### src/spi_pkg.sv
`default_nettype none

package spi_pkg;

    localparam int NCS = 4;

    typedef logic [31:0] word_t;
    typedef logic [7:0]  byte_t;
    typedef logic [7:0]  addr_t;
    typedef logic [1:0]  cs_t;
    typedef logic [7:0]  len_t;   // bytes minus one
    typedef logic [3:0]  pm_t;
    typedef logic [3:0]  dly_t;

    localparam int TXF_DEPTH = 4;    // words
    localparam int RXF_DEPTH = 16;   // bytes
    localparam int RXCNT_W   = $clog2(RXF_DEPTH + 1);

    localparam addr_t ADDR_SPMODE  = 8'h00;
    localparam addr_t ADDR_SPIE    = 8'h04;
    localparam addr_t ADDR_SPIM    = 8'h08;
    localparam addr_t ADDR_SPCOM   = 8'h0C;
    localparam addr_t ADDR_SPITF   = 8'h10;
    localparam addr_t ADDR_SPIRF   = 8'h14;
    localparam addr_t ADDR_CSMODE0 = 8'h20;   // selects 1..3 at 0x24, 0x28, 0x2c

    localparam int SPMODE_EN = 31;

    localparam int SPIE_DON      = 31;
    localparam int SPIE_RNE      = 30;
    localparam int SPIE_TNF      = 29;
    localparam int SPIE_TXE      = 28;
    localparam int SPIE_RXCNT_HI = 4;
    localparam int SPIE_RXCNT_LO = 0;

    localparam int SPCOM_CS_HI  = 31;
    localparam int SPCOM_CS_LO  = 30;
    localparam int SPCOM_LEN_HI = 7;
    localparam int SPCOM_LEN_LO = 0;

    localparam int CSMODE_CPOL   = 31;
    localparam int CSMODE_CPHA   = 30;
    localparam int CSMODE_POL    = 29;   // 1 = select active high
    localparam int CSMODE_PM_HI  = 27;
    localparam int CSMODE_PM_LO  = 24;
    localparam int CSMODE_BEF_HI = 15;
    localparam int CSMODE_BEF_LO = 12;
    localparam int CSMODE_AFT_HI = 11;
    localparam int CSMODE_AFT_LO = 8;

    // mode 0, active-low select, fastest clock
    localparam word_t CSMODE_DEF = 32'h0000_0000;

endpackage

`default_nettype wire

### src/spi_fifo.sv
`timescale 1ns/1ns
`default_nettype none

module spi_fifo #(
    parameter type payload_t = logic [7:0],
    parameter int  DEPTH     = 4
) (
    input  logic                         S_SYSCLK,
    input  logic                         S_RESETN,
    input  logic                         i_push,
    input  payload_t                     i_data,
    input  logic                         i_pop,
    output payload_t                     o_data,
    output logic                         o_empty,
    output logic                         o_full,
    output logic [$clog2(DEPTH+1)-1:0]   o_count
);

localparam int AW = (DEPTH > 1) ? $clog2(DEPTH) : 1;
localparam int CW = $clog2(DEPTH + 1);

payload_t        mem [DEPTH];
logic [AW-1:0]   wr_ptr;
logic [AW-1:0]   rd_ptr;
logic            do_push;
logic            do_pop;

assign do_push = i_push && !o_full;    // dropped when full
assign do_pop  = i_pop && !o_empty;
assign o_empty = (o_count == '0);
assign o_full  = (o_count == CW'(DEPTH));
assign o_data  = mem[rd_ptr];          // head word, valid while not empty

always_ff @(posedge S_SYSCLK) begin
    if (do_push) begin
        mem[wr_ptr] <= i_data;
    end
end

always_ff @(posedge S_SYSCLK) begin
    if (!S_RESETN) begin
        wr_ptr  <= '0;
        rd_ptr  <= '0;
        o_count <= '0;
    end else begin
        if (do_push) begin
            wr_ptr <= (wr_ptr == AW'(DEPTH - 1)) ? '0 : wr_ptr + 1'b1;
        end
        if (do_pop) begin
            rd_ptr <= (rd_ptr == AW'(DEPTH - 1)) ? '0 : rd_ptr + 1'b1;
        end
        case ({do_push, do_pop})
            2'b10:   o_count <= o_count + 1'b1;
            2'b01:   o_count <= o_count - 1'b1;
            default: ;
        endcase
    end
end

endmodule

`default_nettype wire

### src/spi_clk_gen.sv
`timescale 1ns/1ns
`default_nettype none

module spi_clk_gen import spi_pkg::*; (
    input  logic S_SYSCLK,
    input  logic S_RESETN,
    input  logic i_run,
    input  pm_t  i_pm,
    output logic o_edge
);

pm_t cnt;

// one o_edge pulse per sck half period, every pm+1 clocks
always_ff @(posedge S_SYSCLK) begin
    if (!S_RESETN) begin
        cnt    <= '0;
        o_edge <= 1'b0;
    end else if (!i_run) begin
        cnt    <= i_pm;   // restart so the first half period is whole
        o_edge <= 1'b0;
    end else if (cnt == '0) begin
        cnt    <= i_pm;
        o_edge <= 1'b1;
    end else begin
        cnt    <= cnt - 1'b1;
        o_edge <= 1'b0;
    end
end

endmodule

`default_nettype wire

### src/spi_regs.sv
`timescale 1ns/1ns
`default_nettype none

module spi_regs import spi_pkg::*; (
    input  logic               S_SYSCLK,
    input  logic               S_RESETN,
    input  addr_t              i_awaddr,
    input  word_t              i_wdata,
    input  logic [3:0]         i_wstrb,
    input  logic               i_wen,
    input  addr_t              i_araddr,
    input  logic               i_rden,
    output word_t              o_rdata,
    output logic               o_interrupt,
    input  logic               i_tx_full,
    input  logic               i_tx_empty,
    input  logic               i_rx_empty,
    input  logic [RXCNT_W-1:0] i_rx_count,
    input  byte_t              i_rx_data,
    output logic               o_tx_push,
    output word_t              o_tx_data,
    output logic               o_rx_pop,
    input  logic               i_frame_done,
    output logic               o_frame_start,
    output logic               o_cpol,
    output logic               o_cpha,
    output logic [NCS-1:0]     o_sel_pol,
    output pm_t                o_pm,
    output dly_t               o_bef,
    output dly_t               o_aft,
    output cs_t                o_cs,
    output len_t               o_len
);

word_t spmode;
word_t spim;
word_t spcom;
logic  don;
word_t csmode [NCS];
word_t spie;
word_t cur_mode;
logic  en;
logic  wr_ok;
logic  wr_csmode;
logic  rd_csmode;

assign en        = spmode[SPMODE_EN];
assign wr_ok     = i_wen && (i_wstrb == 4'hF);   // full-word writes only
assign wr_csmode = wr_ok && (i_awaddr[7:4] == ADDR_CSMODE0[7:4]) && (i_awaddr[1:0] == 2'b00);
assign rd_csmode = (i_araddr[7:4] == ADDR_CSMODE0[7:4]) && (i_araddr[1:0] == 2'b00);

always_ff @(posedge S_SYSCLK) begin
    if (!S_RESETN) begin
        spmode        <= '0;
        spim          <= '0;
        spcom         <= '0;
        don           <= 1'b0;
        o_frame_start <= 1'b0;
        for (int i = 0; i < NCS; i++) begin
            csmode[i] <= CSMODE_DEF;
        end
    end else begin
        o_frame_start <= 1'b0;
        if (wr_ok) begin
            case (i_awaddr)
                ADDR_SPMODE: spmode <= i_wdata;
                ADDR_SPIM:   spim   <= i_wdata;
                ADDR_SPCOM: begin
                    spcom         <= i_wdata;
                    o_frame_start <= en;   // fields settle before the start pulse
                end
                default: ;
            endcase
        end
        if (wr_csmode) begin
            csmode[i_awaddr[3:2]] <= i_wdata;
        end
        // a frame end in the same cycle as a clear wins
        if (i_frame_done) begin
            don <= 1'b1;
        end else if (wr_ok && (i_awaddr == ADDR_SPIE) && i_wdata[SPIE_DON]) begin
            don <= 1'b0;
        end
    end
end

always_comb begin
    spie                              = '0;
    spie[SPIE_DON]                    = don;
    spie[SPIE_RNE]                    = !i_rx_empty;
    spie[SPIE_TNF]                    = i_tx_full;   // set while tx fifo full
    spie[SPIE_TXE]                    = i_tx_empty;
    spie[SPIE_RXCNT_HI:SPIE_RXCNT_LO] = i_rx_count;
end

assign o_interrupt = |(spim & spie);

assign o_tx_push = wr_ok && (i_awaddr == ADDR_SPITF) && en && !i_tx_full;
assign o_tx_data = i_wdata;
assign o_rx_pop  = i_rden && (i_araddr == ADDR_SPIRF) && !i_rx_empty;

// mode of the select named in spcom
assign cur_mode = csmode[spcom[SPCOM_CS_HI:SPCOM_CS_LO]];
assign o_cpol   = cur_mode[CSMODE_CPOL];
assign o_cpha   = cur_mode[CSMODE_CPHA];
assign o_pm     = cur_mode[CSMODE_PM_HI:CSMODE_PM_LO];
assign o_bef    = cur_mode[CSMODE_BEF_HI:CSMODE_BEF_LO];
assign o_aft    = cur_mode[CSMODE_AFT_HI:CSMODE_AFT_LO];
assign o_cs     = spcom[SPCOM_CS_HI:SPCOM_CS_LO];
assign o_len    = spcom[SPCOM_LEN_HI:SPCOM_LEN_LO];

always_comb begin
    for (int i = 0; i < NCS; i++) begin
        o_sel_pol[i] = csmode[i][CSMODE_POL];
    end
end

always_comb begin
    o_rdata = '0;
    case (i_araddr)
        ADDR_SPMODE: o_rdata = spmode;
        ADDR_SPIE:   o_rdata = spie;
        ADDR_SPIM:   o_rdata = spim;
        ADDR_SPCOM:  o_rdata = spcom;
        ADDR_SPIRF: begin
            if (!i_rx_empty) begin
                o_rdata = word_t'(i_rx_data);
            end
        end
        default: begin
            if (rd_csmode) begin
                o_rdata = csmode[i_araddr[3:2]];
            end
        end
    endcase
end

endmodule

`default_nettype wire

### src/spi_frame_ctrl.sv
`timescale 1ns/1ns
`default_nettype none

module spi_frame_ctrl import spi_pkg::*; (
    input  logic           S_SYSCLK,
    input  logic           S_RESETN,
    input  logic           i_frame_start,
    input  logic           i_cpol,
    input  logic           i_cpha,
    input  logic [NCS-1:0] i_sel_pol,
    input  dly_t           i_bef,
    input  dly_t           i_aft,
    input  cs_t            i_cs,
    input  len_t           i_len,
    input  logic           i_edge,
    input  word_t          i_tx_data,
    input  logic           i_tx_empty,
    input  logic           i_spi_miso,
    output logic           o_run,
    output logic           o_tx_pop,
    output logic           o_rx_push,
    output byte_t          o_rx_data,
    output logic           o_frame_done,
    output logic           o_spi_sck,
    output logic           o_spi_mosi,
    output logic [NCS-1:0] o_spi_sel
);

typedef enum logic [2:0] {ST_IDLE, ST_BEF, ST_WAIT, ST_XFER, ST_AFT} state_t;

state_t     state;
cs_t        cs_q;
logic       cpha_q;
len_t       bytes_left;
logic [1:0] byte_idx;    // byte of the head word now on the wire
logic [1:0] ld_idx;
logic [3:0] hp;          // half period within the byte
dly_t       dly_cnt;
dly_t       aft_q;
logic       sck_q;
logic       mosi_q;
logic       done_q;
logic       push_q;
byte_t      tx_sr;
byte_t      rx_sr;
byte_t      ld_byte;
logic       xfer_edge;
logic       sample_edge;
logic       shift_edge;
logic       byte_end;
logic       word_end;
logic       load;

assign xfer_edge   = i_edge && (state == ST_XFER);
assign sample_edge = xfer_edge && (cpha_q ? hp[0] : !hp[0]);
assign shift_edge  = xfer_edge && (cpha_q ? !hp[0] : (hp[0] && hp != 4'hF));
assign byte_end    = xfer_edge && (hp == 4'hF);
assign word_end    = byte_end && ((bytes_left == '0) || (byte_idx == 2'd3));
assign load        = ((state == ST_WAIT) && !i_tx_empty) || (byte_end && !word_end);
assign ld_idx      = (state == ST_WAIT) ? byte_idx : byte_idx + 2'd1;
assign ld_byte     = i_tx_data[{ld_idx, 3'b000} +: 8];   // lsb byte goes first

// clock generator restarts in ST_WAIT
assign o_run        = (state == ST_BEF) || (state == ST_XFER) || (state == ST_AFT);
assign o_tx_pop     = word_end;
assign o_rx_push    = push_q;
assign o_rx_data    = rx_sr;
assign o_frame_done = done_q;
assign o_spi_sck    = (state == ST_IDLE) ? i_cpol : sck_q;
assign o_spi_mosi   = mosi_q;

always_comb begin
    for (int i = 0; i < NCS; i++) begin
        o_spi_sel[i] = ((state != ST_IDLE) && (cs_q == cs_t'(i))) ~^ i_sel_pol[i];
    end
end

always_ff @(posedge S_SYSCLK) begin
    if (load) begin
        tx_sr <= cpha_q ? ld_byte : {ld_byte[6:0], 1'b0};
    end else if (shift_edge) begin
        tx_sr <= {tx_sr[6:0], 1'b0};
    end
    if (sample_edge) begin
        rx_sr <= {rx_sr[6:0], i_spi_miso};   // msb first
    end
end

always_ff @(posedge S_SYSCLK) begin
    if (!S_RESETN) begin
        state      <= ST_IDLE;
        cs_q       <= '0;
        cpha_q     <= 1'b0;
        bytes_left <= '0;
        byte_idx   <= '0;
        hp         <= '0;
        dly_cnt    <= '0;
        aft_q      <= '0;
        sck_q      <= 1'b0;
        mosi_q     <= 1'b0;
        done_q     <= 1'b0;
        push_q     <= 1'b0;
    end else begin
        done_q <= 1'b0;
        push_q <= sample_edge && (hp[3:1] == 3'b111);   // last sample of the byte
        if (load && !cpha_q) begin
            mosi_q <= ld_byte[7];   // first bit ahead of the leading edge
        end else if (shift_edge) begin
            mosi_q <= tx_sr[7];
        end
        case (state)
            ST_IDLE: begin
                if (i_frame_start) begin
                    state      <= ST_BEF;
                    cs_q       <= i_cs;
                    cpha_q     <= i_cpha;
                    sck_q      <= i_cpol;
                    bytes_left <= i_len;
                    dly_cnt    <= i_bef;
                    aft_q      <= i_aft;
                    byte_idx   <= '0;
                    hp         <= '0;
                end
            end
            ST_BEF: begin
                if (dly_cnt == '0) begin
                    state <= ST_WAIT;
                end else if (i_edge) begin
                    dly_cnt <= dly_cnt - 1'b1;
                end
            end
            ST_WAIT: begin
                if (!i_tx_empty) begin
                    state <= ST_XFER;
                end
            end
            ST_XFER: begin
                if (i_edge) begin
                    sck_q <= !sck_q;
                    hp    <= hp + 1'b1;
                end
                if (byte_end) begin
                    byte_idx <= byte_idx + 1'b1;
                    if (bytes_left == '0) begin
                        state   <= ST_AFT;
                        dly_cnt <= aft_q;
                    end else begin
                        bytes_left <= bytes_left - 1'b1;
                        if (byte_idx == 2'd3) begin
                            state <= ST_WAIT;   // next word shows after the pop
                        end
                    end
                end
            end
            ST_AFT: begin
                if (dly_cnt == '0) begin
                    state  <= ST_IDLE;
                    done_q <= 1'b1;
                end else if (i_edge) begin
                    dly_cnt <= dly_cnt - 1'b1;
                end
            end
            default: state <= ST_IDLE;
        endcase
    end
end

endmodule

`default_nettype wire

### src/spi_master_top.sv
`timescale 1ns/1ns
`default_nettype none

module spi_master_top import spi_pkg::*; (
    input  logic           S_SYSCLK,
    input  logic           S_RESETN,
    input  addr_t          i_awaddr,
    input  word_t          i_wdata,
    input  logic [3:0]     i_wstrb,
    input  logic           i_wen,
    input  addr_t          i_araddr,
    input  logic           i_rden,
    output word_t          o_rdata,
    output logic           o_interrupt,
    output logic           o_spi_sck,
    input  logic           i_spi_miso,
    output logic           o_spi_mosi,
    output logic [NCS-1:0] o_spi_sel
);

logic               tx_push, tx_pop, tx_full, tx_empty;
word_t              tx_wdata, tx_rdata;
logic               rx_push, rx_pop, rx_empty;
byte_t              rx_wdata, rx_rdata;
logic [RXCNT_W-1:0] rx_count;
logic               frame_start, frame_done, run, sck_edge;
logic               cpol, cpha;
logic [NCS-1:0]     sel_pol;
pm_t                pm;
dly_t               bef, aft;
cs_t                cs;
len_t               len;

spi_regs spi_regs_i (
    .S_SYSCLK, .S_RESETN, .i_awaddr, .i_wdata, .i_wstrb, .i_wen, .i_araddr, .i_rden,
    .o_rdata, .o_interrupt,
    .i_tx_full(tx_full), .i_tx_empty(tx_empty), .i_rx_empty(rx_empty),
    .i_rx_count(rx_count), .i_rx_data(rx_rdata),
    .o_tx_push(tx_push), .o_tx_data(tx_wdata), .o_rx_pop(rx_pop),
    .i_frame_done(frame_done), .o_frame_start(frame_start),
    .o_cpol(cpol), .o_cpha(cpha), .o_sel_pol(sel_pol), .o_pm(pm),
    .o_bef(bef), .o_aft(aft), .o_cs(cs), .o_len(len)
);

spi_fifo #(.payload_t(word_t), .DEPTH(TXF_DEPTH)) tx_fifo (
    .S_SYSCLK, .S_RESETN,
    .i_push(tx_push), .i_data(tx_wdata), .i_pop(tx_pop),
    .o_data(tx_rdata), .o_empty(tx_empty), .o_full(tx_full), .o_count()
);

spi_fifo #(.payload_t(byte_t), .DEPTH(RXF_DEPTH)) rx_fifo (
    .S_SYSCLK, .S_RESETN,
    .i_push(rx_push), .i_data(rx_wdata), .i_pop(rx_pop),
    .o_data(rx_rdata), .o_empty(rx_empty), .o_full(), .o_count(rx_count)
);

spi_clk_gen spi_clk_gen_i (
    .S_SYSCLK, .S_RESETN, .i_run(run), .i_pm(pm), .o_edge(sck_edge)
);

spi_frame_ctrl spi_frame_ctrl_i (
    .S_SYSCLK, .S_RESETN, .i_frame_start(frame_start),
    .i_cpol(cpol), .i_cpha(cpha), .i_sel_pol(sel_pol), .i_bef(bef), .i_aft(aft),
    .i_cs(cs), .i_len(len), .i_edge(sck_edge),
    .i_tx_data(tx_rdata), .i_tx_empty(tx_empty), .i_spi_miso,
    .o_run(run), .o_tx_pop(tx_pop), .o_rx_push(rx_push), .o_rx_data(rx_wdata),
    .o_frame_done(frame_done), .o_spi_sck, .o_spi_mosi, .o_spi_sel
);

endmodule

`default_nettype wire

### config.mk
export PLATFORM = sky130hd
export DESIGN_NAME = spi_master_top
export DESIGN_NICKNAME = d
export VERILOG_FILES = /design/src/spi_pkg.sv /design/src/spi_fifo.sv /design/src/spi_clk_gen.sv /design/src/spi_regs.sv /design/src/spi_frame_ctrl.sv /design/src/spi_master_top.sv
export SDC_FILE = /design/constraint.sdc
export NUM_CORES = 1
export LEC_CHECK = 0
export ABC_AREA = 1
export BUFFER_PORTS_ARGS = -buffer_cell sky130_fd_sc_hd__buf_2
export CAP_MARGIN = 20
export CELL_PAD_IN_SITES_DETAIL_PLACEMENT = 0
export CELL_PAD_IN_SITES_GLOBAL_PLACEMENT = 1
export CORE_UTILIZATION = 25
export DETAILED_ROUTE_END_ITERATION = 8
export PLACE_DENSITY_LB_ADDON = 0.1
export SYNTH_ARGS = -nofsm -noshare
export SYNTH_HDL_FRONTEND = slang
export SYNTH_SLANG_ARGS = --single-unit
### constraint.sdc
create_clock -name S_SYSCLK -period 8.86 [get_ports S_SYSCLK]
set_input_delay 1.329 -clock S_SYSCLK [delete_from_list [all_inputs] [get_ports S_SYSCLK]]
set_output_delay 1.329 -clock S_SYSCLK [all_outputs]
set_load 0.05 [all_outputs]
# Word-level counts from Yosys, hierarchy flattened
# Memory sizes are Yosys's and may differ from the RTL's. A register that Yosys moved wholly into a read port is not among the register bits.
# Cells that the tools add are included.
# totals
mem_count	3
wordCells	235
ff_bits	171
ram_bits	384
# memory_table
name	depth	word_bits	rd	rd_clocked_by_memory_dff	write_ports	line	text
rx_fifo.mem	16	8	1	1	1	spi_fifo.sv:22	payload_t mem [DEPTH];
spi_regs_i.csmode	4	32	6	1	4	spi_regs.sv:39	word_t csmode [NCS];
tx_fifo.mem	4	32	1	1	1	spi_fifo.sv:22	
# op_classes
shift	1
eq_ne	43
bitwise	5
muxes	68
addsub	13
n_reduce_logical	75
# op_table
cell	count
32-bit case mux with 5 select lines	1
32-bit two-way mux	2
32-bit OR reduction	2
8-bit two-way mux	7
4-bit two-way mux	13
32-bit AND	1
8-bit by 4-bit equality test with 1-bit output (second input constant)	4
32-bit by 6-bit variable part select with 8-bit output	1
1-bit logical AND	29
8-bit zero test	3
3-bit two-way mux	7
1-bit two-way mux	20
2-bit two-way mux	10
4-bit equality test (second input constant)	4
8-bit by 3-bit equality test with 1-bit output (second input constant)	2
8-bit by 5-bit equality test with 1-bit output (second input constant)	2
2-bit != test (second input constant)	8
8-bit case mux with 2 select lines	1
3-bit case mux with 5 select lines	1
2-bit equality test (second input constant)	7
4-bit by 1-bit adder with 4-bit output (second input constant)	3
4-bit case mux with 3 select lines	1
2-bit AND reduction	6
6-bit AND reduction	2
33 further kinds	68

# Longest topological paths before layout
# Gate-level depths: netlist (run 1).
# depth
depth_word	9
mapped_depth	18
ltp_nobuf	18

# Hierarchy
# A second synthesis (run 1) with hierarchy kept.
# hier_totals
cells_unflattened	2889
area_unflattened_um2	26432.9
# by_module_without_submodules
module	area_each_um2	cells_per_inst	instances
spi_regs	11617.4	1457	1
spi_fifo (rx_fifo)	6222.2	549	1
spi_fifo (tx_fifo)	5275.1	380	1
spi_frame_ctrl	3062.9	463	1
spi_clk_gen	255.2	40	1

# Worst setup path after synthesis (run 1)
# No wires, ideal clock.
# synth_timing
kind	input port to flip-flop
from	in i_wstrb[1]
to	mem spi_regs_i.csmode[0][0] in the netlist's numbering (enable)
setup_slack_ns	4.227
stages	6
setup_time_ns	0.466
n_path_buf	0
required_ns	8.394
arrival_time_ns	4.167
path_cell_list	nand2_1 > nor2_1 > nand3_1 > nor3_1 > nand3_1 > o21ai_0
# synth_lines
item	line	text
from (decl)	spi_master_top.sv:9	input logic [3:0] i_wstrb,
to (decl)	spi_regs.sv:39	

# Worst setup path in the final report (run 1)
# layout_timing
from	in i_araddr[3]
to	out o_rdata[31]
# layout_between
elab_chain_len	3
elab_cells_between_ends	8
classes_between	eq/ne: 4; mux: 2; reduce/logical: 1; memory: 1
# layout_rtl
item	line	text
from (decl)	spi_master_top.sv:11	input addr_t i_araddr,
memory read 4 x 32 bit	--	
32-bit two-way mux	spi_regs.sv:131	if (rd_csmode) begin
32-bit case mux with 5 select lines *	spi_regs.sv:120	case (i_araddr)
to (decl)	spi_master_top.sv:13	output word_t o_rdata,
# Mark *: on every way between the ends. The rest lies on a longest branch, timed or not.

==> results of run 1 <==
metrics by stage:
stage / util, % / cells
6_report: 29.7 / 3976
5_1_grt: 29.7 / 3974
4_1_cts: 29.7 / 3974
3_5_place_dp: 27.3 / 3840
3_3_place_gp: 27.3 / 3840
2_1_floorplan: - / 2564
cell usage in the layout, fill, tap and decap left out, types with 3 or more instances in the layout:
| cell type | instances |
|---|---|
| sky130_fd_sc_hd__nand3_1 | 153 |
| sky130_fd_sc_hd__o2111ai_1 | 29 |
| sky130_fd_sc_hd__o211ai_1 | 53 |
| sky130_fd_sc_hd__clkinv_2 | 11 |
| sky130_fd_sc_hd__edfxtp_1 | 400 |
| sky130_fd_sc_hd__buf_2 | 94 |
| sky130_fd_sc_hd__dfxtp_1 | 160 |
| sky130_fd_sc_hd__clkbuf_1 | 20 |
| sky130_fd_sc_hd__nand4_1 | 29 |
| sky130_fd_sc_hd__o21ai_4 | 4 |
| sky130_fd_sc_hd__xnor2_1 | 4 |
| sky130_fd_sc_hd__a31oi_1 | 10 |
| sky130_fd_sc_hd__clkinv_1 | 13 |
| sky130_fd_sc_hd__nand2_1 | 497 |
| sky130_fd_sc_hd__ha_1 | 20 |
| sky130_fd_sc_hd__o2bb2ai_1 | 3 |
| sky130_fd_sc_hd__bufinv_16 | 5 |
| sky130_fd_sc_hd__a22oi_1 | 5 |
| sky130_fd_sc_hd__clkbuf_8 | 6 |
| sky130_fd_sc_hd__nor2_2 | 8 |
| sky130_fd_sc_hd__inv_2 | 6 |
| sky130_fd_sc_hd__a21oi_1 | 185 |
| sky130_fd_sc_hd__clkinv_8 | 4 |
| sky130_fd_sc_hd__nor2_4 | 5 |
| sky130_fd_sc_hd__inv_1 | 256 |
| sky130_fd_sc_hd__o22ai_1 | 18 |
| sky130_fd_sc_hd__nand2_2 | 3 |
| sky130_fd_sc_hd__o21ai_1 | 5 |
| sky130_fd_sc_hd__nor2_1 | 300 |
| sky130_fd_sc_hd__nor4_1 | 3 |
| sky130_fd_sc_hd__clkbuf_16 | 75 |
| sky130_fd_sc_hd__nor3_1 | 8 |
| sky130_fd_sc_hd__buf_4 | 37 |
| sky130_fd_sc_hd__a22o_1 | 5 |
| sky130_fd_sc_hd__xor2_1 | 14 |
| sky130_fd_sc_hd__o21ai_0 | 230 |
worst max-delay path: cells and delay by family:
| kind | cells | cell delay, ns |
|---|---|---|
| AND/OR/NAND/NOR | 4 | 1.16 |
| buffers and inverters | 3 | 1.29 |
| AO/OA/AOI/OAI | 1 | 0.21 |
where the power goes:
part | total [mW] | leakage (nW) | switching [mW] | internal (mW)
logic | 0.453 | 4.32 | 0.347 | 0.106
registers | 2.87 | 4.97 | 0.0260 | 2.85
clock network | 2.94 | 1.16 | 1.18 | 1.76
kinds of logic (layout without fill, tap and decap cells):
group	count (synthesis)	count (layout)
compound gates	549	549
buf+inv	397	531
flops	563	563
simple gates	1016	1016
other cells	0	2
xor+xnor	18	18
fa+ha+maj	21	21
flip-flops by register name, summed over array words and instances (netlist names), 4 cells and up, named ones only:
register / cells
rx_fifo.mem: 128
spi_regs_i.csmode: 128
tx_fifo.mem: 128
spi_regs_i.spcom: 32
spi_regs_i.spim: 32
spi_regs_i.spmode: 32
spi_frame_ctrl_i.bytes_left: 8
spi_frame_ctrl_i.o_rx_data: 8
spi_frame_ctrl_i.tx_sr: 8
rx_fifo.o_count: 5
rx_fifo.rd_ptr: 4
rx_fifo.wr_ptr: 4
spi_clk_gen_i.cnt: 4
spi_frame_ctrl_i.aft_q: 4
spi_frame_ctrl_i.dly_cnt: 4
spi_frame_ctrl_i.hp: 4
final cells by class:
cell class / instances / area, um^2 / area share [%]
sequential: 563 / 15300 / 53.1
multi-input combinational: 1604 / 7770 / 27.0
clock buffer: 101 / 2030 / 7.07
tap: 1276 / 1600 / 5.55
inverter: 266 / 998 / 3.47
timing repair buffer: 131 / 748 / 2.60
clock inverter: 33 / 338 / 1.17
antenna: 2 / 5.00 / 0.0174
final timing paths:
path,cells past startpoint,to,slack [ns]
max,8,o_rdata[31],3.51
min reg2reg,2,spi_regs_i.don,0.44
min,2,spi_regs_i.don,0.44
max reg2reg,17,rx_fifo.o_count[4],5.38
layer usage:
| layer | vias up | share of wire (%) | wire length, um | GRT usage [%] |
|---|---|---|---|---|
| met2 | 368 | 49 | 42100 | 29.7 |
| met3 | 121 | 4.0 | 3420 | 2.63 |
| met1 | 9011 | 44 | 38200 | 22.4 |
| li1 | 8928 | - | - | - |
| met5 | - | 0 | 0 | 0 |
| met4 | 0 | 2.6 | 2270 | 5.67 |
==> reports/qor.txt, run 1 <==
DETAILED ROUTING
--------------------------------------------------------------------------------------------
Overall via count from detail_route ...........................................        18428
DR vias/cell ..................................................................         4.63
DRT Wirelength ................................................................      86.0 mm
TritonRoute pass-1 iters ......................................................            7
DRC violation total after the first TritonRoute iteration .....................         1036
DRC violations left ...........................................................           12
Mean routed wirelength per cell ...............................................      21.6 um
Detail Route Antenna Nets .....................................................            0

SYNTHESIS
--------------------------------------------------------------------------------------------
Instance count of the mapped netlist ..........................................         2564
Multiplexer share of the synthesized area .....................................           0%
Share of the yosys chip area belonging to registers ...........................        62.4%
Adder-Cell Fraction of Synth Area .............................................        1.10%
Compound-gate portion of the synthesized area .................................        12.6%
Basic-gate share of the synthesized area counting and, or, nand and nor cells .        17.0%
Post-synth ARST share .........................................................           0%
Number of flops mapped to enable cells by yosys ...............................          400
Yosys synthesis warning count .................................................            0
Largest cells by area after synthesis ......................................... sky130_fd_sc_hd__edfxtp_1 (49%), sky130_fd_sc_hd__dfxtp_1 (13%), sky130_fd_sc_hd__nand2_1 (7.6%)
Leading cell type by number of instances after synthesis ...................... sky130_fd_sc_hd__nand2_1
Unique masters post-synth .....................................................           41
Largest family of logic cells by synthesized area ............................. simple AND/OR/NAND/NOR gates
Synthesized net count .........................................................         2642
Biggest area consumer among synthesized cells ................................. sky130_fd_sc_hd__edfxtp_1
Mean area per synthesized cell ................................................    9.55 um^2
Mapped Area ...................................................................   24500 um^2
Flip-flop and latch count after synthesis .....................................          563
Area share of the largest cell type after synthesis ...........................        49.1%
Main flop type after synthesis ................................................ sky130_fd_sc_hd__edfxtp_1
Post-synthesis share of cell area spent on xor and xnor gates .................       0.644%
Most frequent cells after synthesis ........................................... sky130_fd_sc_hd__nand2_1 (497), sky130_fd_sc_hd__edfxtp_1 (400), sky130_fd_sc_hd__nor2_1 (306), sky130_fd_sc_hd__inv_1 (257), sky130_fd_sc_hd__o21ai_0 (234)

CELLS AND AREA
--------------------------------------------------------------------------------------------
Share of post-route cells with drive strength above 1 .........................        10.1%
Number of nets in the layout ..................................................         2717
Area growth from synthesis to layout ..........................................        17.5%
Summed area of non-filler cells in the final layout ...........................   28800 um^2
Fill cell instance count of the final layout ..................................        10099

STA
--------------------------------------------------------------------------------------------
Unrepaired setup endpoints after global routing ...............................        false
Period utilization ............................................................        60.4%
Final worst slack .............................................................      3.51 ns
Max frequency .................................................................      187 MHz
Slew of the pin with the lowest slew margin ...................................      1.03 ns
Final-report setup violation count ............................................            0
Number of slew-limit violations in the final report ...........................            0
Worst relative slew slack .....................................................        30.9%
Worst Clk Skew ................................................................    0.0296 ns
Fin. Hold Viols ...............................................................            0
Final-layout setup total negative slack .......................................         0 ns
Worst hold slack across all endpoints .........................................     0.442 ns
Shortest period the worst path allows .........................................      5.35 ns

MIN PATH
--------------------------------------------------------------------------------------------
Worst hold path class ......................................................... register to register
Startpoint of the lowest-slack hold path ...................................... spi_frame_ctrl_i.o_frame_done

SETUP PATH
--------------------------------------------------------------------------------------------
Element type at the critical path end .........................................   output pin
Critical path required time ...................................................      7.53 ns
Cell type of the slowest stage on the worst timing path ....................... sky130_fd_sc_hd__inv_1
Worst reg2reg path startpoint ................................................. rx_fifo.o_count[1]
Nature of the critical path startpoint ........................................   input port
Crit Path Category ............................................................ input port to output pin
Setup crit start ..............................................................  i_araddr[3]
Maximum fanout along the worst path ...........................................           24
Critical-path cell list ....................................................... buf_2 -> nand2_1 -> nor2_1 -> nand2_1 -> inv_1 -> a22oi_1 -> nand4_1 -> buf_2
Maximum cell stage delay along the critical path ..............................      0.84 ns
Worst EP arrival ..............................................................      4.02 ns

STATUS
--------------------------------------------------------------------------------------------
Violated checks ............................................................... design-rule violations
Outcome ....................................................................... complete, but fails checks

PLACEMENT
--------------------------------------------------------------------------------------------
Gpl congestion ................................................................        0.801
Dpl cell area .................................................................   26400 um^2
Total of buffers placed on input and output ports .............................           95
Half-perimeter wire length after placement ....................................      55.9 mm
Setup slack after placement ...................................................      3.40 ns

FLOORPLANNING
--------------------------------------------------------------------------------------------
Area of the core region .......................................................   96900 um^2
Die W .........................................................................       315 um
Full die area .................................................................   99200 um^2
Vertical die dimension ........................................................       315 um
Num rows ......................................................................          114
Boundary Pins .................................................................           96
Initial Util ..................................................................        25.3%

PWR
--------------------------------------------------------------------------------------------
Power Dens Cells ..............................................................  218 nW/um^2
IR drop worst, VDD ............................................................     0.122 mV
Pleak .........................................................................      10.5 nW
Total design power ............................................................      6.27 mW

CTS
--------------------------------------------------------------------------------------------
Number of resized instances in the post-cts repair step .......................            0
Clock latency on the worst-skew pair ..........................................      0.63 ns
Number of buffers on the longest clock path ...................................            3
Number of H-tree levels .......................................................            3
Clock Sink Count ..............................................................          563
Register clock-pin slew on the reported worst setup and hold paths ............      0.05 ns
Number of buffers created by CTS ..............................................           73
Clock tree from TritonCTS .....................................................          yes
Number of buffers inserted for hold repair after clock tree synthesis .........            0
Post CTS Setup Buffer Count ...................................................            0
Clk Tree Root Cell ............................................................ sky130_fd_sc_hd__clkbuf_16

GLOBAL ROUTING
--------------------------------------------------------------------------------------------
Number of antenna violations at the first check in global routing .............            5
Via count of the first global-routing pass ....................................        18227
Overall fraction of global-route tracks in use ................................        17.4%
Global-route wire length before repair ........................................       126 mm
GRT overflow ..................................................................            0
Maximum number of pins on one net before global-route repair ..................          109

JOB
--------------------------------------------------------------------------------------------
Max-capacitance violation count ...............................................            0

No activity file was read; power rests on OpenSTA's default activity.
==> run 2: changes to the inputs <==
- ABC_AREA: 1 -> 0
- clock period: 8.86 -> 5.5 ns (I/O delays scaled with it)
==> reports/qor.txt, run 2 <==
STATUS
------------------------------------------------------------------------------------
Outcome ............................................................... complete, but fails checks   unchanged
Violated checks ....................................................... design-rule violations   unchanged

SETUP PATH
------------------------------------------------------------------------------------
Reg2Reg Capture Point ................................................. rx_fifo.o_count[4]   unchanged
Maximum cell stage delay along the critical path ......................      0.78 ns   was 0.84 ns
Critical-path cell list ............................................... buf_4 -> mux4_2 -> mux4_2 -> inv_1 -> o21ai_1 -> buf_2   was buf_2 -> nand2_1 -> nor2_1 -> nand2_1 -> inv_1 -> a22oi_1 -> nand4_1 -> buf_2
Crit Path Category .................................................... register to output pin   was input port to output pin
Cell type of the slowest stage on the worst timing path ............... sky130_fd_sc_hd__dfxtp_2   was sky130_fd_sc_hd__inv_1
Slack of the worst reg-to-reg path ....................................      1.94 ns   was 5.38 ns
Nature of the critical path startpoint ................................     register   was input port
Worst R2R Path Depth ..................................................           12   was 17
Worst reg2reg path startpoint ......................................... rx_fifo.o_count[3]   was rx_fifo.o_count[1]
Maximum fanout along the worst path ...................................           18   was 24
CP dominant cell by count ............................................. sky130_fd_sc_hd__mux4_2
Critical path required time ...........................................      4.68 ns   was 7.53 ns
Element type at the critical path end .................................   output pin   unchanged
Worst EP arrival ......................................................      3.34 ns   was 4.02 ns

CELLS AND AREA
------------------------------------------------------------------------------------
Layout Utilization ....................................................        29.8%   was 29.7%
Most common library cell in the layout ignoring fill and taps ......... sky130_fd_sc_hd__edfxtp_1   was sky130_fd_sc_hd__nand2_1
Non-filler cells, final ...............................................         3222   was 3976
Commonest non-fill, non-tap cells in the layout ....................... sky130_fd_sc_hd__edfxtp_1 (400), sky130_fd_sc_hd__nand2_1 (254), sky130_fd_sc_hd__dfxtp_1 (160), sky130_fd_sc_hd__and2_1 (148), sky130_fd_sc_hd__mux4_2 (124)   was sky130_fd_sc_hd__nand2_1 (497), sky130_fd_sc_hd__edfxtp_1 (400), sky130_fd_sc_hd__nor2_1 (300), sky130_fd_sc_hd__inv_1 (256), sky130_fd_sc_hd__o21ai_0 (230)
Area growth from synthesis to layout ..................................        17.7%   was 17.5%
Number of nets in the layout ..........................................         1963   was 2717
Summed area of non-filler cells in the final layout ...................   28900 um^2   was 28800 um^2
Largest regs .......................................................... rx_fifo.mem x128, spi_regs_i.csmode x128, tx_fifo.mem x128   unchanged
Share of post-route cells with drive strength above 1 .................        21.2%   was 10.1%

MIN PATH
------------------------------------------------------------------------------------
Startpoint of the lowest-slack hold path ..............................   i_spi_miso   was spi_frame_ctrl_i.o_frame_done
Terminating pin of the worst hold path ................................ spi_frame_ctrl_i.o_rx_data[0]   was spi_regs_i.don
Hold Path Cell Cnt ....................................................            1   was 2
Worst hold path class ................................................. input port to register   was register to register

SYNTHESIS
------------------------------------------------------------------------------------
Main flop type after synthesis ........................................ sky130_fd_sc_hd__edfxtp_1   unchanged
Area share of the largest cell type after synthesis ...................        48.9%   was 49.1%
Unique masters post-synth .............................................           69   was 41
Largest cells by area after synthesis ................................. sky130_fd_sc_hd__edfxtp_1 (49%), sky130_fd_sc_hd__dfxtp_1 (13%), sky130_fd_sc_hd__mux4_2 (11%)   was sky130_fd_sc_hd__edfxtp_1 (49%), sky130_fd_sc_hd__dfxtp_1 (13%), sky130_fd_sc_hd__nand2_1 (7.6%)
Synthesized net count .................................................         1875   was 2642
Flip-flop and latch count after synthesis .............................          563   unchanged
Leading cell type by number of instances after synthesis .............. sky130_fd_sc_hd__edfxtp_1   was sky130_fd_sc_hd__nand2_1
Instance count of the mapped netlist ..................................         1797   was 2564
Mean area per synthesized cell ........................................    13.7 um^2   was 9.55 um^2
Share of the yosys chip area belonging to registers ...................        62.1%   was 62.4%
Mapped Area ...........................................................   24600 um^2   was 24500 um^2
Most frequent cells after synthesis ................................... sky130_fd_sc_hd__edfxtp_1 (400), sky130_fd_sc_hd__nand2_1 (254), sky130_fd_sc_hd__dfxtp_1 (163), sky130_fd_sc_hd__and2_1 (152), sky130_fd_sc_hd__mux4_2 (124)   was sky130_fd_sc_hd__nand2_1 (497), sky130_fd_sc_hd__edfxtp_1 (400), sky130_fd_sc_hd__nor2_1 (306), sky130_fd_sc_hd__inv_1 (257), sky130_fd_sc_hd__o21ai_0 (234)
Biggest area consumer among synthesized cells ......................... sky130_fd_sc_hd__edfxtp_1   unchanged
Number of flops mapped to enable cells by yosys .......................          400   unchanged
Yosys synthesis warning count .........................................            0   unchanged
Post-synth ARST share .................................................           0%   unchanged

PWR
------------------------------------------------------------------------------------
Power Dens Cells ......................................................  334 nW/um^2   was 218 nW/um^2
Share of power burned in combinational logic ..........................         4.7%   was 7.2%
Total design power ....................................................      9.67 mW   was 6.27 mW
Internal power ........................................................      7.41 mW   was 4.71 mW
Pleak .................................................................      9.49 nW   was 10.5 nW
Share of total power consumed by net switching ........................        23.4%   was 24.8%
Sw power ..............................................................      2.26 mW   was 1.55 mW
Sequential cell fraction of total power ...............................        47.7%   was 45.9%
IR drop worst, VDD ....................................................     0.197 mV   was 0.122 mV
Clock group share of total power ......................................        47.6%   was 46.9%

STA
------------------------------------------------------------------------------------
Shortest period the worst path allows .................................      4.17 ns
Period utilization ....................................................        75.8%
Number of slew-limit violations in the final report ...................            0   unchanged
Slew of the pin with the lowest slew margin ...........................      1.07 ns   was 1.03 ns
Max frequency .........................................................      240 MHz
Worst relative slew slack .............................................        28.5%   was 30.9%
Final-report setup violation count ....................................            0   unchanged
Unrepaired setup endpoints after global routing .......................        false   unchanged
Fin. Hold Viols .......................................................            0   unchanged
Final-layout setup total negative slack ...............................         0 ns   unchanged
Worst Clk Skew ........................................................    0.0310 ns   was 0.0296 ns

FLOORPLANNING
------------------------------------------------------------------------------------
Vertical die dimension ................................................       316 um   was 315 um
Initial Util ..........................................................        25.3%   about the same
Num rows ..............................................................          114   unchanged
Boundary Pins .........................................................           96   unchanged
Full die area .........................................................   99600 um^2   was 99200 um^2
Die W .................................................................       316 um   was 315 um
Area of the core region ...............................................   97000 um^2   was 96900 um^2

CTS
------------------------------------------------------------------------------------
Clock latency on the worst-skew pair ..................................      0.63 ns   about the same
Number of buffers created by CTS ......................................           70   was 73
Number of H-tree levels ...............................................            3   unchanged
Number of buffers inserted for hold repair after clock tree synthesis .            0   unchanged
Post CTS Setup Buffer Count ...........................................            0   unchanged
Clock tree from TritonCTS .............................................          yes   unchanged
Number of resized instances in the post-cts repair step ...............            0   unchanged
Register clock-pin slew on the reported worst setup and hold paths ....      0.05 ns   about the same
Number of buffers on the longest clock path ...........................            3   unchanged
Clk Tree Root Cell .................................................... sky130_fd_sc_hd__clkbuf_16   unchanged
Clock Sink Count ......................................................          563   unchanged

PLACEMENT
------------------------------------------------------------------------------------
Gpl congestion ........................................................        0.765   was 0.801
Dpl cell area .........................................................   26600 um^2   was 26400 um^2
Total of buffers placed on input and output ports .....................           95   unchanged
Half-perimeter wire length after placement ............................      50.8 mm   was 55.9 mm
Placed insts ..........................................................         3087   was 3840

DETAILED ROUTING
------------------------------------------------------------------------------------
DRC violations left ...................................................            6   was 12
DRT Wirelength ........................................................      78.7 mm   was 86.0 mm
Mean routed wirelength per cell .......................................      24.4 um   was 21.6 um
Overall via count from detail_route ...................................        15308   was 18428
Detail Route Antenna Nets .............................................            0   unchanged
TritonRoute pass-1 iters ..............................................            9   was 7
DR vias/cell ..........................................................         4.75   was 4.63
DRC violation total after the first TritonRoute iteration .............         1319   was 1036

GLOBAL ROUTING
------------------------------------------------------------------------------------
GRT overflow ..........................................................            0   unchanged
Maximum number of pins on one net before global-route repair ..........           93   was 109
Number of antenna violations at the first check in global routing .....           11   was 5
Global-route wire length before repair ................................       113 mm   was 126 mm
Overall fraction of global-route tracks in use ........................        15.8%   was 17.4%
Via count of the first global-routing pass ............................        15325   was 18227

JOB
------------------------------------------------------------------------------------
Max-capacitance violation count .......................................            0   unchanged

run 2: worst max path at each step:
stage                start                      end  slack (ns)  depth (start not counted)
6_report          register               o_rdata[7]        1.33                          6
5_1_grt           register               o_rdata[3]        1.09                          6
4_1_cts           register               o_rdata[2]        1.16                          6
3_5_place_dp   i_araddr[7]              o_rdata[31]        1.33                          8
3_3_place_gp   i_araddr[7]       rx_fifo.o_count[4]        1.33                         13
2_1_floorplan   i_wstrb[3]  spi_regs_i.csmode[0][0]        1.16                          5
run 2: per-layer routing:
layer  track usage, %  share of wire [%]  up-vias
met2             23.6                 44      396
li1                 -                  -     6907
met1             23.8                 50     7920
met5                0                  0        -
met3             2.53                4.8       85
met4             3.79                1.7        0
run 2: logic make-up (layout without fill, tap and decap cells):
| family | count (synthesis) | count (layout) | synth area share, % |
|---|---|---|---|
| flops | 563 | 563 | 62.1 |
| other cells | 0 | 4 | 0 |
| compound gates | 274 | 274 | 8.19 |
| mux | 171 | 171 | 13.3 |
| fa+ha+maj | 21 | 21 | 1.10 |
| buf+inv | 145 | 290 | 2.37 |
| simple gates | 601 | 601 | 12.1 |
| xor+xnor | 22 | 22 | 0.814 |
run 2: through the flow:
step / hold slack, ns / setup WS [ns]
3_3_place_gp: 0.442 / 1.33
6_report: 0.373 / 1.33
2_1_floorplan: 0.418 / 1.16
5_1_grt: 0.335 / 1.09
4_1_cts: 0.320 / 1.16
3_5_place_dp: 0.444 / 1.33
run 2: area by class of cell:
| type | instances | area [um^2] |
|---|---|---|
| diodes | 4 | 10.0 |
| flip-flops and latches | 563 | 15300 |
| clock buffers | 92 | 1970 |
| inverters | 28 | 105 |
| multi-input cells | 1089 | 8830 |
| repair buffers | 133 | 808 |
| well taps | 1276 | 1600 |
| fillers | 9791 | 68100 |
| clock inverters | 37 | 337 |
run 2: power by group through the flow:
| stage | sequential [mW] | combinational, mW | clock, mW |
|---|---|---|---|
| 2_1_floorplan | 4.68 | 0.276 | 0 |
| 3_3_place_gp | 4.70 | 0.466 | 0 |
| 3_5_place_dp | 4.70 | 0.471 | 0 |
| 4_1_cts | 4.61 | 0.472 | 4.75 |
| 5_1_grt | 4.62 | 0.493 | 4.91 |
| 6_report | 4.61 | 0.456 | 4.60 |
run 2: critical path: cells and delay by family (launching register included):
kind,cells,cell delay [ns]
compound gates,1,0.08
buf+inv,3,0.69
flops,1,0.78
mux,2,1.15
==> run 3: changes to the inputs <==
- clock period: 5.5 -> 3.8 ns (I/O delays scaled with it)
==> reports/qor.txt, run 3 (synthesis results as in run 2) <==
DETAILED ROUTING
------------------------------------------------------------------------------------
Detail Route Antenna Nets .............................................            0   unchanged
DR vias/cell ..........................................................         4.72   was 4.75
Mean routed wirelength per cell .......................................      24.6 um   was 24.4 um
DRC violations left ...................................................           10   was 6
TritonRoute pass-1 iters ..............................................            9   unchanged
DRC violation total after the first TritonRoute iteration .............         1162   was 1319
DRT Wirelength ........................................................      80.0 mm   was 78.7 mm
Overall via count from detail_route ...................................        15333   was 15308

SETUP PATH
------------------------------------------------------------------------------------
Maximum fanout along the worst path ...................................           16   was 18
CP dominant cell by count ............................................. sky130_fd_sc_hd__mux4_2   unchanged
Buf+Inv Stages, Crit Path .............................................            3   unchanged
Critical path required time ...........................................      3.23 ns   was 4.68 ns
Maximum cell stage delay along the critical path ......................      0.60 ns   was 0.78 ns
Crit Path Category .................................................... register to output pin   unchanged
Element type at the critical path end .................................   output pin   unchanged
Largest delay share family, worst path ................................ multiplexers   unchanged
Worst EP arrival ......................................................      2.97 ns   was 3.34 ns
Cell type of the slowest stage on the worst timing path ............... sky130_fd_sc_hd__mux4_2   was sky130_fd_sc_hd__dfxtp_2
Critical-path cell list ............................................... buf_12 -> mux4_2 -> mux4_2 -> inv_1 -> o21ai_1 -> buf_2   was buf_4 -> mux4_2 -> mux4_2 -> inv_1 -> o21ai_1 -> buf_2
Nature of the critical path startpoint ................................     register   unchanged

CTS
------------------------------------------------------------------------------------
Register clock-pin slew on the reported worst setup and hold paths ....      0.06 ns   was 0.05 ns
Number of buffers created by CTS ......................................           70   unchanged
Clock tree from TritonCTS .............................................          yes   unchanged
Number of buffers inserted for hold repair after clock tree synthesis .            0   unchanged
Number of buffers on the longest clock path ...........................            3   unchanged
Clock Sink Count ......................................................          563   unchanged
Clock latency on the worst-skew pair ..................................      0.62 ns   was 0.63 ns
Post CTS Setup Buffer Count ...........................................            0   unchanged
Number of H-tree levels ...............................................            3   unchanged
Number of resized instances in the post-cts repair step ...............            0   unchanged
Clk Tree Root Cell .................................................... sky130_fd_sc_hd__clkbuf_16   unchanged

FLOORPLANNING
------------------------------------------------------------------------------------
Vertical die dimension ................................................       316 um   unchanged
Num rows ..............................................................          114   unchanged
Die W .................................................................       316 um   unchanged
Area of the core region ...............................................   97000 um^2   unchanged
Full die area .........................................................   99600 um^2   unchanged
Boundary Pins .........................................................           96   unchanged
Initial Util ..........................................................        25.3%   unchanged

PWR
------------------------------------------------------------------------------------
Pleak .................................................................      9.65 nW   was 9.49 nW
IR drop worst, VDD ....................................................     0.368 mV   was 0.197 mV
Clock group share of total power ......................................        47.4%   was 47.6%
Share of power burned in combinational logic ..........................         5.1%   was 4.7%
Share of total power consumed by net switching ........................        22.9%   was 23.4%
Internal power ........................................................      10.8 mW   was 7.41 mW
Sequential cell fraction of total power ...............................        47.5%   was 47.7%
Sw power ..............................................................      3.21 mW   was 2.26 mW
Power Dens Cells ......................................................  477 nW/um^2   was 334 nW/um^2

GLOBAL ROUTING
------------------------------------------------------------------------------------
Number of antenna violations at the first check in global routing .....            6   was 11
GRT overflow ..........................................................            0   unchanged
Via count of the first global-routing pass ............................        15516   was 15325
Global-route wire length before repair ................................       114 mm   was 113 mm
Overall fraction of global-route tracks in use ........................        16.1%   was 15.8%
Maximum number of pins on one net before global-route repair ..........           63   was 93

PLACEMENT
------------------------------------------------------------------------------------
Gpl congestion ........................................................        0.752   was 0.765
Total of buffers placed on input and output ports .....................           95   unchanged
Placed insts ..........................................................         3117   was 3087
Setup slack after placement ...........................................     0.336 ns   was 1.33 ns
Half-perimeter wire length after placement ............................      51.6 mm   was 50.8 mm

STA
------------------------------------------------------------------------------------
Worst Clk Skew ........................................................    0.0235 ns   was 0.0310 ns
Worst hold slack across all endpoints .................................     0.122 ns   was 0.373 ns
Max frequency .........................................................      283 MHz
Fin. Hold Viols .......................................................            0   unchanged
Unrepaired setup endpoints after global routing .......................        false   unchanged
Slew of the pin with the lowest slew margin ...........................      1.04 ns   was 1.07 ns
Worst relative slew slack .............................................        30.5%   was 28.5%
Period utilization ....................................................        93.1%
Final-report setup violation count ....................................            0   unchanged
Final-layout setup total negative slack ...............................         0 ns   unchanged
Number of slew-limit violations in the final report ...................            0   unchanged
Final worst slack .....................................................     0.261 ns   was 1.33 ns
Shortest period the worst path allows .................................      3.54 ns

CELLS AND AREA
------------------------------------------------------------------------------------
Area growth from synthesis to layout ..................................        19.5%   was 17.7%
Layout Utilization ....................................................        30.3%   was 29.8%
Share of post-route cells with drive strength above 1 .................        21.7%   was 21.2%
Commonest non-fill, non-tap cells in the layout ....................... sky130_fd_sc_hd__edfxtp_1 (400), sky130_fd_sc_hd__nand2_1 (254), sky130_fd_sc_hd__dfxtp_1 (160), sky130_fd_sc_hd__and2_1 (148), sky130_fd_sc_hd__mux4_2 (124)   unchanged
Number of nets in the layout ..........................................         1991   was 1963
Largest regs .......................................................... rx_fifo.mem x128, spi_regs_i.csmode x128, tx_fifo.mem x128   unchanged
Most common library cell in the layout ignoring fill and taps ......... sky130_fd_sc_hd__edfxtp_1   unchanged
Non-filler cells, final ...............................................         3249   was 3222

STATUS
------------------------------------------------------------------------------------
Violated checks ....................................................... design-rule violations   unchanged
Outcome ............................................................... complete, but fails checks   unchanged

JOB
------------------------------------------------------------------------------------
Max-capacitance violation count .......................................            0   unchanged

MIN PATH
------------------------------------------------------------------------------------
Worst hold path class ................................................. input port to register   unchanged

==> run 3: cell types whose count changed in the layout (fill, tap and decap cells not counted), moves of 2 or more <==
cell / before / now
sky130_fd_sc_hd__buf_4: 37 / 60
sky130_fd_sc_hd__buf_12: 1 / 23
sky130_fd_sc_hd__buf_2: 92 / 78
sky130_fd_sc_hd__clkinv_2: 18 / 11
sky130_fd_sc_hd__clkinv_1: 5 / 11
sky130_fd_sc_hd__clkbuf_8: 9 / 5
sky130_fd_sc_hd__bufinv_16: 3 / 6
sky130_fd_sc_hd__buf_6: 2 / 0
sky130_fd_sc_hd__nor3_1: 29 / 31
sky130_fd_sc_hd__nor3_2: 6 / 4
==> run 3: layout make-up <==
| class | instances | area, um^2 |
|---|---|---|
| diodes | 5 | 12.5 |
| clock buffers | 88 | 1890 |
| clock inverters | 39 | 384 |
| fillers | 9742 | 67600 |
| inverters | 28 | 105 |
| multi-input cells | 1089 | 8820 |
| flip-flops and latches | 563 | 15300 |
| well taps | 1276 | 1600 |
| repair buffers | 161 | 1300 |
==> run 3: worst reg2reg max path: cells and delay by family, from the launching register on <==
family | cells | cell delay [ns]
AO/OA/AOI/OAI | 1 | 0.16
AND/OR/NAND/NOR | 4 | 1.55
adder cells (fa/ha/maj) | 2 | 0.66
flip-flops | 1 | 0.31
XOR/XNOR | 1 | 0.16
buffers and inverters | 2 | 0.27
==> run 3: routing by layer <==
metal	GRT usage, %	routed length, um
met5	0	0
met4	4.30	1450
met3	3.19	4250
met2	23.9	35100
met1	23.7	39100
==> run 3: metrics by stage <==
step	instance area [um^2]	power, mW
global placement	27100	7.50
finish	29400	14.0
detailed placement	27100	7.51
floorplan	24600	7.17
global route	29400	14.5
CTS	29400	14.2
==> run 3: worst paths after layout <==
path	from	to	slack [ns]	cells past startpoint
worst max register to register	spi_frame_ctrl_i.state[1]	tx_fifo.o_count[2]	0.62	10
worst max-delay path	register	o_rdata[1]	0.26	6
worst min register to register	spi_frame_ctrl_i.o_frame_done	spi_regs_i.don	0.45	1
worst min-delay path	i_spi_miso	spi_frame_ctrl_i.o_rx_data[0]	0.12	1
==> run 3: power groups by stage <==
stage / clock, mW / combinational, mW / sequential (mW)
CTS: 6.87 / 0.730 / 6.65
floorplan: 0 / 0.401 / 6.77
detailed placement: 0 / 0.728 / 6.78
global route: 7.09 / 0.767 / 6.66
global placement: 0 / 0.727 / 6.78
finish: 6.65 / 0.714 / 6.65
